**src/common/cpu_ctl_pkg.sv**
```systemverilog
// Shared types and constants for the 65C02 control sequencer
`default_nettype none

package cpu_ctl_pkg;

    typedef enum logic [3:0] {
        INIT = 4'd0,                      // After reset, one cycle
        SYNC = 4'd1,                      // Opcode fetch and dispatch
        IMM0 = 4'd2,                      // Immediate operand
        ZERO = 4'd3,                      // Zero page address
        ABS0 = 4'd4,                      // Absolute address low byte
        ABS1 = 4'd5,                      // Absolute address high byte
        DATA = 4'd6,                      // Memory data cycle
        PUSH = 4'd7,                      // Stack write setup
        PULL = 4'd8,                      // Stack read setup
        COND = 4'd9                       // Branch target
    } ctl_state_t;

    // Address datapath modes, bits 1:0 feed the ABL mux and bit 2 its carry
    typedef enum logic [3:0] {
        AB_KEEP       = 4'd0,             // AB unchanged
        AB_PC         = 4'd1,             // Back to PC
        AB_ABS        = 4'd2,             // {DB, AHL + index}
        AB_ZP         = 4'd3,             // {00, DB + index}
        AB_INC        = 4'd4,             // AB + 1
        AB_SP_INC     = 4'd5,             // {01, SP + 1}
        AB_BRANCH     = 4'd7,             // AB + offset + 1
        AB_SP_KEEP_PC = 4'd11             // {01, SP}, PC holds AB
    } ab_mode_t;

    typedef struct packed {
        logic       write;                // Register file write enable
        logic [1:0] dst;                  // Destination register
        logic [3:0] src;                  // Source register
    } reg_op_t;

    typedef struct packed {
        logic       ldm;                  // Load from memory
        logic       bcd;                  // Decimal mode
        logic [1:0] shift;                // 10 left, 11 right
        logic [2:0] add;                  // Adder function
        logic [1:0] carry;                // 01 set, 10 rotate, 11 ADC
    } alu_op_t;

    typedef struct packed {
        logic [6:0] iph_abh;              // PC hold, AHL hold and ABH controls
        logic [1:0] abl_sel;
        logic [1:0] abl_src;
        logic       abl_ci;
    } ab_op_t;

    // Instruction fields latched at the end of SYNC
    typedef struct packed {
        logic       jmp;                  // ABS1 ends the instruction
        logic       add_x;                // Index with X
        logic       add_y;                // Index with Y
        logic       ld;                   // Register write at next SYNC
        logic       st;                   // Store to memory in DATA
        logic [1:0] dst;
        logic [3:0] src;
        logic [6:0] alu;                  // shift, add, carry
    } insn_ctl_t;

    localparam logic [7:0] OP_LDA_IMM  = 8'hA9;
    localparam logic [7:0] OP_LDX_IMM  = 8'hA2;
    localparam logic [7:0] OP_LDY_IMM  = 8'hA0;
    localparam logic [7:0] OP_LDA_ZP   = 8'hA5;
    localparam logic [7:0] OP_LDA_ZPX  = 8'hB5;
    localparam logic [7:0] OP_LDX_ZPY  = 8'hB6;
    localparam logic [7:0] OP_LDA_ABS  = 8'hAD;
    localparam logic [7:0] OP_LDA_ABSX = 8'hBD;
    localparam logic [7:0] OP_LDA_ABSY = 8'hB9;
    localparam logic [7:0] OP_DEX      = 8'hCA;
    localparam logic [7:0] OP_INX      = 8'hE8;
    localparam logic [7:0] OP_PHA      = 8'h48;
    localparam logic [7:0] OP_PLA      = 8'h68;
    localparam logic [7:0] OP_JMP_ABS  = 8'h4C;
    localparam logic [7:0] OP_BRA      = 8'h80;

    localparam logic [3:0] REG_X = 4'd0;  // Source codes
    localparam logic [3:0] REG_Y = 4'd1;
    localparam logic [3:0] REG_A = 4'd2;
    localparam logic [3:0] REG_S = 4'd3;  // Stack pointer
    localparam logic [3:0] REG_Z = 4'd7;  // Reads as zero

    localparam logic [1:0] DST_X = 2'd0;  // Destination codes
    localparam logic [1:0] DST_Y = 2'd1;
    localparam logic [1:0] DST_A = 2'd2;
    localparam logic [1:0] DST_S = 2'd3;

    localparam logic [2:0] ALU_ADD = 3'b011;
    localparam logic [2:0] ALU_INC = 3'b100;
    localparam logic [2:0] ALU_DEC = 3'b101;

endpackage

`default_nettype wire
```
**src/hdl/ctl_top.sv**
```systemverilog
// Top level of the 65C02 control sequencer
`default_nettype none

module ctl_top (
    input  wire                  clk,
    input  wire                  reset,
    input  wire  [7:0]           db,      // Opcode or operand
    input  wire                  cond,    // Branch condition
    output logic                 sync,
    output logic                 we,
    output cpu_ctl_pkg::reg_op_t reg_op,
    output cpu_ctl_pkg::alu_op_t alu_op,
    output cpu_ctl_pkg::ab_op_t  ab_op
);

    cpu_ctl_pkg::ctl_state_t state;
    cpu_ctl_pkg::insn_ctl_t  insn;
    cpu_ctl_pkg::ab_mode_t   mode;

    opcode_decode u_decode (
        .clk   (clk),
        .reset (reset),
        .sync  (sync),
        .db    (db),
        .insn  (insn)
    );

    ctl_fsm u_fsm (
        .clk   (clk),
        .reset (reset),
        .db    (db),
        .insn  (insn),
        .state (state),
        .sync  (sync)
    );

    ctl_microcode u_microcode (
        .clk    (clk),
        .reset  (reset),
        .state  (state),
        .insn   (insn),
        .reg_op (reg_op),
        .alu_op (alu_op),
        .we     (we),
        .mode   (mode)
    );

    ab_mode_map u_ab_map (
        .mode  (mode),
        .cond  (cond),
        .db    (db),
        .ab_op (ab_op)
    );

endmodule

`default_nettype wire

```
**src/hdl/ab_mode_map.sv**
```systemverilog
// Expands the four-bit address mode into the address datapath control word
`default_nettype none

module ab_mode_map (
    input  cpu_ctl_pkg::ab_mode_t mode,
    input  wire                   cond,
    input  wire  [7:0]            db,
    output cpu_ctl_pkg::ab_op_t   ab_op
);

    logic back;                               // Taken backward branch

    assign back = cond & db[7];

    always_comb begin
        ab_op.abl_sel = mode[1:0];            // Straight into ABL mux
        ab_op.abl_ci  = mode[2];              // ABL carry in
        case (mode)
            cpu_ctl_pkg::AB_KEEP: begin
                ab_op.iph_abh = 7'b001_0110;  // AB + 0
                ab_op.abl_src = 2'b11;
            end
            cpu_ctl_pkg::AB_PC: begin
                ab_op.iph_abh = 7'b000_1010;
                ab_op.abl_src = 2'b10;
            end
            cpu_ctl_pkg::AB_ABS: begin
                ab_op.iph_abh = 7'b111_1110;  // {DB, AHL + reg}, PC takes AB + 1
                ab_op.abl_src = 2'b01;
            end
            cpu_ctl_pkg::AB_ZP: begin
                ab_op.iph_abh = 7'b111_0000;  // {00, DB + reg}
                ab_op.abl_src = 2'b01;
            end
            cpu_ctl_pkg::AB_INC: begin
                ab_op.iph_abh = 7'b011_0110;
                ab_op.abl_src = 2'b11;
            end
            cpu_ctl_pkg::AB_SP_INC: begin
                ab_op.iph_abh = 7'b011_0001;  // Page one
                ab_op.abl_src = 2'b00;
            end
            cpu_ctl_pkg::AB_BRANCH: begin
                // FF high offset only for a taken backward branch
                ab_op.iph_abh = back ? 7'b011_0111 : 7'b011_0110;
                ab_op.abl_src = 2'b11;
            end
            cpu_ctl_pkg::AB_SP_KEEP_PC: begin
                ab_op.iph_abh = 7'b010_0001;
                ab_op.abl_src = 2'b00;
            end
            default: begin
                ab_op.iph_abh = 7'b001_0110;  // Same as keep
                ab_op.abl_src = 2'b11;
            end
        endcase
    end

endmodule

`default_nettype wire

```
**src/sequencer/ctl_microcode.sv**
```systemverilog
// Per-state register, ALU, write enable and address mode outputs
`default_nettype none

module ctl_microcode (
    input  wire                     clk,
    input  wire                     reset,
    input  cpu_ctl_pkg::ctl_state_t state,
    input  cpu_ctl_pkg::insn_ctl_t  insn,
    output cpu_ctl_pkg::reg_op_t    reg_op,
    output cpu_ctl_pkg::alu_op_t    alu_op,
    output logic                    we,
    output cpu_ctl_pkg::ab_mode_t   mode
);

    logic [3:0] index_src;                      // Offset register for ZERO and ABS1

    always_comb begin
        if (insn.add_x) begin
            index_src = cpu_ctl_pkg::REG_X;
        end else if (insn.add_y) begin
            index_src = cpu_ctl_pkg::REG_Y;
        end else begin
            index_src = cpu_ctl_pkg::REG_Z;     // No index, add zero
        end
    end

    always_comb begin
        reg_op = '{write: 1'b0, dst: cpu_ctl_pkg::DST_X, src: cpu_ctl_pkg::REG_Z};
        case (state)
            cpu_ctl_pkg::SYNC: reg_op = '{write: insn.ld, dst: insn.dst, src: insn.src};
            cpu_ctl_pkg::DATA: begin
                reg_op.dst = insn.dst;
                reg_op.src = insn.st ? cpu_ctl_pkg::REG_A : insn.src;   // PHA drives A
            end
            cpu_ctl_pkg::ZERO,
            cpu_ctl_pkg::ABS1: reg_op.src = index_src;
            cpu_ctl_pkg::PUSH,
            cpu_ctl_pkg::PULL: reg_op = '{write: 1'b1, dst: cpu_ctl_pkg::DST_S,
                                          src: cpu_ctl_pkg::REG_S};
            default: ;
        endcase
    end

    always_comb begin
        alu_op = '0;                            // OR with zero
        case (state)
            cpu_ctl_pkg::SYNC: begin
                {alu_op.shift, alu_op.add, alu_op.carry} = insn.alu;
            end
            cpu_ctl_pkg::IMM0: alu_op.ldm = 1'b1;
            cpu_ctl_pkg::DATA: begin
                if (insn.st) begin
                    alu_op.add = cpu_ctl_pkg::ALU_INC;   // Pass source to bus
                end else begin
                    alu_op.ldm = 1'b1;
                end
            end
            cpu_ctl_pkg::PUSH: alu_op.add = cpu_ctl_pkg::ALU_DEC;   // S - 1
            cpu_ctl_pkg::PULL: begin
                alu_op.add   = cpu_ctl_pkg::ALU_INC;                // S + 1
                alu_op.carry = 2'b01;
            end
            default: ;
        endcase
    end

    always_comb begin
        case (state)
            cpu_ctl_pkg::INIT: mode = cpu_ctl_pkg::AB_KEEP;
            cpu_ctl_pkg::SYNC,
            cpu_ctl_pkg::IMM0,
            cpu_ctl_pkg::ABS0: mode = cpu_ctl_pkg::AB_INC;
            cpu_ctl_pkg::ABS1: mode = cpu_ctl_pkg::AB_ABS;
            cpu_ctl_pkg::ZERO: mode = cpu_ctl_pkg::AB_ZP;
            cpu_ctl_pkg::DATA: mode = cpu_ctl_pkg::AB_PC;
            cpu_ctl_pkg::PUSH: mode = cpu_ctl_pkg::AB_SP_KEEP_PC;
            cpu_ctl_pkg::PULL: mode = cpu_ctl_pkg::AB_SP_INC;
            cpu_ctl_pkg::COND: mode = cpu_ctl_pkg::AB_BRANCH;
            default:           mode = cpu_ctl_pkg::AB_KEEP;
        endcase
    end

    // Write strobe lands in the DATA cycle that follows PUSH
    always_ff @(posedge clk) begin
        if (reset) begin
            we <= 1'b0;
        end else begin
            we <= (state == cpu_ctl_pkg::PUSH);
        end
    end

endmodule

`default_nettype wire

```
**src/sequencer/ctl_fsm.sv**
```systemverilog
// Instruction sequencer FSM, one state per clock
`default_nettype none

module ctl_fsm (
    input  wire                     clk,
    input  wire                     reset,
    input  wire  [7:0]              db,
    input  cpu_ctl_pkg::insn_ctl_t  insn,
    output cpu_ctl_pkg::ctl_state_t state,
    output logic                    sync
);

    cpu_ctl_pkg::ctl_state_t state_next;

    assign sync = (state == cpu_ctl_pkg::SYNC);

    always_comb begin
        state_next = state;
        case (state)
            cpu_ctl_pkg::INIT: state_next = cpu_ctl_pkg::SYNC;
            cpu_ctl_pkg::SYNC: begin
                // Dispatch on opcode, anything else is a one-cycle no-op
                case (db)
                    cpu_ctl_pkg::OP_BRA:      state_next = cpu_ctl_pkg::COND;
                    cpu_ctl_pkg::OP_JMP_ABS:  state_next = cpu_ctl_pkg::ABS0;
                    cpu_ctl_pkg::OP_LDA_ZP,
                    cpu_ctl_pkg::OP_LDA_ZPX,
                    cpu_ctl_pkg::OP_LDX_ZPY:  state_next = cpu_ctl_pkg::ZERO;
                    cpu_ctl_pkg::OP_LDA_ABS,
                    cpu_ctl_pkg::OP_LDA_ABSX,
                    cpu_ctl_pkg::OP_LDA_ABSY: state_next = cpu_ctl_pkg::ABS0;
                    cpu_ctl_pkg::OP_LDA_IMM,
                    cpu_ctl_pkg::OP_LDX_IMM,
                    cpu_ctl_pkg::OP_LDY_IMM:  state_next = cpu_ctl_pkg::IMM0;
                    cpu_ctl_pkg::OP_PHA:      state_next = cpu_ctl_pkg::PUSH;
                    cpu_ctl_pkg::OP_PLA:      state_next = cpu_ctl_pkg::PULL;
                    default:                  state_next = cpu_ctl_pkg::SYNC;
                endcase
            end
            cpu_ctl_pkg::IMM0: state_next = cpu_ctl_pkg::SYNC;
            cpu_ctl_pkg::ZERO: state_next = cpu_ctl_pkg::DATA;
            cpu_ctl_pkg::ABS0: state_next = cpu_ctl_pkg::ABS1;
            cpu_ctl_pkg::ABS1: begin
                if (insn.jmp) begin
                    state_next = cpu_ctl_pkg::SYNC;     // Jump target now on AB
                end else begin
                    state_next = cpu_ctl_pkg::DATA;
                end
            end
            cpu_ctl_pkg::DATA: state_next = cpu_ctl_pkg::SYNC;
            cpu_ctl_pkg::PUSH: state_next = cpu_ctl_pkg::DATA;
            cpu_ctl_pkg::PULL: state_next = cpu_ctl_pkg::DATA;
            cpu_ctl_pkg::COND: state_next = cpu_ctl_pkg::SYNC;
            default:           state_next = cpu_ctl_pkg::INIT;    // Recover from bad code
        endcase
    end

    always_ff @(posedge clk) begin
        if (reset) begin
            state <= cpu_ctl_pkg::INIT;
        end else begin
            state <= state_next;
        end
    end

endmodule

`default_nettype wire

```
**src/hdl/opcode_decode.sv**
```systemverilog
// Opcode decoder that latches the per-instruction control fields at sync
`default_nettype none

module opcode_decode (
    input  wire                    clk,
    input  wire                    reset,
    input  wire                    sync,
    input  wire  [7:0]             db,
    output cpu_ctl_pkg::insn_ctl_t insn
);

    cpu_ctl_pkg::insn_ctl_t insn_next;

    always_comb begin
        insn_next       = insn;           // ld, dst, src, alu hold by default
        insn_next.jmp   = 1'b0;
        insn_next.add_x = 1'b0;
        insn_next.add_y = 1'b0;
        insn_next.st    = 1'b0;

        // Index register selection for ZERO and ABS1
        case (db)
            cpu_ctl_pkg::OP_LDA_ZPX,
            cpu_ctl_pkg::OP_LDA_ABSX: insn_next.add_x = 1'b1;
            cpu_ctl_pkg::OP_LDX_ZPY,
            cpu_ctl_pkg::OP_LDA_ABSY: insn_next.add_y = 1'b1;
            cpu_ctl_pkg::OP_JMP_ABS:  insn_next.jmp = 1'b1;
            cpu_ctl_pkg::OP_PHA:      insn_next.st = 1'b1;
            default: ;
        endcase

        // Register write and ALU function for the end of the instruction
        case (db)
            cpu_ctl_pkg::OP_LDA_IMM, cpu_ctl_pkg::OP_LDA_ZP, cpu_ctl_pkg::OP_LDA_ZPX,
            cpu_ctl_pkg::OP_LDA_ABS, cpu_ctl_pkg::OP_LDA_ABSX, cpu_ctl_pkg::OP_LDA_ABSY,
            cpu_ctl_pkg::OP_PLA: begin
                insn_next.ld  = 1'b1;
                insn_next.dst = cpu_ctl_pkg::DST_A;
                insn_next.src = cpu_ctl_pkg::REG_Z;      // A = 0 + M
                insn_next.alu = {2'b00, cpu_ctl_pkg::ALU_ADD, 2'b00};
            end
            cpu_ctl_pkg::OP_LDX_IMM, cpu_ctl_pkg::OP_LDX_ZPY: begin
                insn_next.ld  = 1'b1;
                insn_next.dst = cpu_ctl_pkg::DST_X;
                insn_next.src = cpu_ctl_pkg::REG_Z;
                insn_next.alu = {2'b00, cpu_ctl_pkg::ALU_ADD, 2'b00};
            end
            cpu_ctl_pkg::OP_LDY_IMM: begin
                insn_next.ld  = 1'b1;
                insn_next.dst = cpu_ctl_pkg::DST_Y;
                insn_next.src = cpu_ctl_pkg::REG_Z;
                insn_next.alu = {2'b00, cpu_ctl_pkg::ALU_ADD, 2'b00};
            end
            cpu_ctl_pkg::OP_DEX: begin
                insn_next.ld  = 1'b1;
                insn_next.dst = cpu_ctl_pkg::DST_X;
                insn_next.src = cpu_ctl_pkg::REG_X;
                insn_next.alu = {2'b00, cpu_ctl_pkg::ALU_DEC, 2'b00};   // X - 1
            end
            cpu_ctl_pkg::OP_INX: begin
                insn_next.ld  = 1'b1;
                insn_next.dst = cpu_ctl_pkg::DST_X;
                insn_next.src = cpu_ctl_pkg::REG_X;
                insn_next.alu = {2'b00, cpu_ctl_pkg::ALU_INC, 2'b01};   // X + 1, carry in set
            end
            default: ;
        endcase
    end

    always_ff @(posedge clk) begin
        if (reset) begin
            insn     <= '0;
            insn.src <= cpu_ctl_pkg::REG_Z;     // First SYNC writes nothing
        end else if (sync) begin
            insn <= insn_next;                  // Held until next SYNC
        end
    end

endmodule

`default_nettype wire

```
**config.mk**
```make
export PLATFORM = sky130hd
export DESIGN_NAME = ctl_top
export DESIGN_NICKNAME = d
export VERILOG_FILES = /design/src/common/cpu_ctl_pkg.sv /design/src/hdl/ctl_top.sv /design/src/hdl/ab_mode_map.sv /design/src/sequencer/ctl_microcode.sv /design/src/sequencer/ctl_fsm.sv /design/src/hdl/opcode_decode.sv
export SDC_FILE = /design/constraint.sdc
export NUM_CORES = 1
export LEC_CHECK = 0
export BUFFER_PORTS_ARGS = -buffer_cell sky130_fd_sc_hd__buf_4
export CORE_MARGIN = 5
export CORE_UTILIZATION = 30
export CTS_CLUSTER_SIZE = 10
export DETAILED_ROUTE_END_ITERATION = 16
export PLACE_DENSITY = 0.58
export SYNTH_ARGS = -nofsm -noshare
export SYNTH_HDL_FRONTEND = slang
export SYNTH_HIERARCHICAL = 1
export SYNTH_SLANG_ARGS = --single-unit
export TNS_END_PERCENT = 50
```
**constraint.sdc**
```tcl
create_clock -name clk -period 2.21 [get_ports clk]
set_input_delay 0.221 -clock clk [delete_from_list [all_inputs] [get_ports clk]]
set_output_delay 0.221 -clock clk [all_outputs]
set_load 0.02 [all_outputs]
```
==> run_results.csv <==
group,metric,value,unit
pwr,p_int,544,uW
final_layout,fillers,633,
floorplanning,ios,41,
placement,finalWeightedCongestion,0.842,
logic_synthesis,synth_cell_type_count,66,
critical_path,cpPeakStageDelay,360,ps
routing,firstDrtPassIters,4,
critical_path,path_cells,"inv_2, ha_1, buf_4, and2_4, a211o_1, a221o_1, buf_4",
critical_path,cp-end-kind,"primary output",
pwr,p_leak,0.960,nW
cts,clk_latency,250,ps
grt,grt_pass1_vias,1646,
sta,setup_viol,0,
final_layout,fin_util,38.7,%
floorplanning,fp-row-count,28,
critical_path,cp_max_fo,5,
job,drv_cap,0,
critical_path,path_common_cell,"buf_4",
logic_synthesis,ys_ff_latch,17,
final_layout,nets,287,
logic_synthesis,async_flop_share,0,%
cts,root_buffer,"clkbuf_8",
floorplanning,die_width,87.0,microns
final_layout,syn_to_final_growth,27.4,%
placement,hpwlAfterDp,3520,microns
critical_path,ff2ff_setup_slack,310,ps
cts,tritoncts,"yes",
logic_synthesis,synth.largest_area_cell,"dfxtp_1",
routing,drc,0,
critical_path,r2r-start,"u_fsm/state[2]",
grt,grt_pass1_wl,7830,microns
routing,drt_iter0_drc,49,
routing,num_vias,1794,
cts,cts_buffer_depth,2,
critical_path,cp-start-kind,"flip-flop",
routing,finalWirelength,4670,microns
hold_path,whs_endpoint,"u_fsm/state[1]",
placement,place_area,0.00212,sq mm
logic_synthesis,synth_top_area_share,19.1,%
logic_synthesis,avgSynthCellArea,7.76,sq um
pwr,switching_power,255,uW
floorplanning,start_util,30.4,%
sta,max_clock_freq,467,MHz
sta,hold_ws,269,ps
critical_path,crit_start,"u_fsm/state[1]",
grt,grt_max_degree,26,
pwr,p_per_area,353,mW/mm^2
sta,finClkSkew,6.92,ps
floorplanning,dieArea,0.00757,sq mm
grt,grt_overflow,0,
pwr,finalPower,799,uW
critical_path,r2r_end,"u_decode/insn[0]",
routing,antenna_left,0,
sta,rsz0062_at_grt,"yes",
pwr,pwr-share-comb,32.5,%
cts,htreeDepth,1,
sta,drv_slew,0,
cts,clkTransAtPathRegs,60,ps
critical_path,reg2regPathDepth,8,
critical_path,crit_slowest_cell,"dfxtp_4",
critical_path,path_class,"reg2out",
hold_path,hold_start,"reset",
sta,relSlewSlack,52.5,%
hold_path,hp-class,"in2reg",
pwr,clockPowerShare,28.2,%
sta,tns,0,ps
logic_synthesis,synth_edf_count,0,
logic_synthesis,ys_top_cells_by_area,"dfxtp_1, buf_4, nand3b_1, nor2_1, a21oi_1",
sta,fin_crit,2140,ps
logic_synthesis,ys_warn_count,6,
routing,vias_per_cell,5.18,
final_layout,final-seq-area,347,sq um
logic_synthesis,synth_top_flop_cell,"dfxtp_1",
critical_path,crit_arrival,1920,ps
floorplanning,coreArea,0.00585,sq mm
final_layout,layout-drive-gt1-share,33.6,%
final_layout,num_antenna_cells,0,
critical_path,required,1990,ps
cts,cts_buffers,3,
logic_synthesis,synth_cells,229,
pwr,irDropWorstVdd,0.176,mV
final_layout,multi_input_area,0.00131,sq mm
final_layout,final_area,0.00227,sq mm
cts,ctsHoldBuffers,0,
logic_synthesis,synth_area,0.00178,sq mm
logic_synthesis,seq_area_frac_synth,19.1,%
pwr,p_seq_share,39.3,%
sta,post-route-period-util,96.9,%
sta,hold_violations,0,
hold_path,hold_path_depth,2,
pwr,p_sw_share,31.9,%
floorplanning,die_h,87.0,microns
placement,io_buffers,35,
grt,antenna_found_initial,0,
routing,routedWlPerCell,13.5,microns
cts,cts.sinks,17,
grt,track_usage,12.6,%
sta,tightest_slew,711,ps
outcome,status,"complete, no violations",
[per-stage QoR]
step / worst slack, ps / instances
global route: -24.1 / 346
detailed placement: -133 / 337
finish: 69.4 / 346
CTS: 5.60 / 346
floorplan: 52.1 / 232
global placement: -68.6 / 337
[layout by cell type, fill, tap and decap left out, types with 4 or more instances in the layout]
master	n
and3b_1	4
conb_1	5
nor3_1	7
a21oi_1	11
a31oi_1	5
nor2_1	18
nand2_1	13
buf_4	52
dfxtp_1	14
o21ai_0	11
nand3b_1	10
a21o_1	4
nor2b_1	8
inv_1	11
and2_1	5
[layout make-up]
| class | count | area share [%] |
|---|---|---|
| timing repair buffer | 56 | 18.9 |
| inverter | 12 | 1.99 |
| clock buffer | 3 | 1.82 |
| sequential | 17 | 15.3 |
| tap | 75 | 4.14 |
| clock inverter | 1 | 0.221 |
| multi-input combinational | 182 | 57.6 |
[cells in the mapped netlist (3+ instances only)]
library cell  instances
nor2b_1               9
nor3_1                8
buf_6                 3
buf_2                 6
buf_4                10
mux2i_1               3
a31oi_1               5
a21oi_1              13
nor4_1                3
o21ai_0              12
nand2_1              13
nand3b_1             10
nor2_1               18
inv_1                12
nand4_1               3
ha_1                  4
a21o_1                4
nand3_1               3
and3b_1               5
and2_1                5
nand2b_1              3
a211oi_1              4
dfxtp_1              17
[flip-flops by register name (all words and copies together) (netlist names)]
register,cells
u_decode/insn,12
u_fsm/state,4
u_microcode/we,1
[worst max-delay path, delay by kind of cell, from the launching register on]
| kind | cells | cell delay (ps) |
|---|---|---|
| compound gates | 2 | 600 |
| fa+ha+maj | 1 | 190 |
| flops | 1 | 360 |
| buf+inv | 3 | 380 |
| simple gates | 1 | 130 |
[worst max-delay path by stage]
stage                      endpoint  cells after the start
final                     reg_op[0]                      7
after global routing       ab_op[1]                      8
after CTS                  ab_op[2]                      9
after detailed placement   ab_op[2]                      7
after global placement     ab_op[2]                      7
after floorplan            ab_op[2]                      7
[power groups by stage]
stage | Sequential, mW | Combinational [mW] | Clock [mW]
detailed placement | 0.321 | 0.241 | 0
global placement | 0.321 | 0.241 | 0
CTS | 0.315 | 0.247 | 0.233
floorplan | 0.322 | 0.153 | 0
finish | 0.314 | 0.259 | 0.226
global route | 0.315 | 0.286 | 0.242
[per-layer routing]
metal | vias to the layer above | routed length (microns) | share of wire, % | GRT usage, %
met5 | - | 0 | 0 | 0
met4 | 0 | 48 | 1.0 | 4.39
met3 | 4 | 197 | 4.2 | 1.80
met2 | 36 | 2180 | 47 | 19.2
met1 | 840 | 2240 | 48 | 17.9
li1 | 914 | - | - | -
[logic make-up (layout without fill, tap and decap cells)]
kind of cell             count (synthesis)  in the layout  share of synthesized area, %
AO/OA/AOI/OAI                           66             66                          27.0
XOR/XNOR                                 3              3                          1.48
adder cells (fa/ha/maj)                  4              4                          2.82
buffers and inverters                   33             72                          10.8
flip-flops                              17             17                          19.1
multiplexers                             3              3                          1.69
other                                    2              5                         0.422
AND/OR/NAND/NOR                        101            101                          36.7
[timing repair]
action | CTS | global route
endpoints found under the hold margin | 0 | 0
pin swaps | 0 | 5
resized for setup | 4 | 14
gates cloned | 0 | 1
setup endpoints to repair | 10 | 9
buffers inserted | 5 | 0
(Power assumes the default switching activity.)
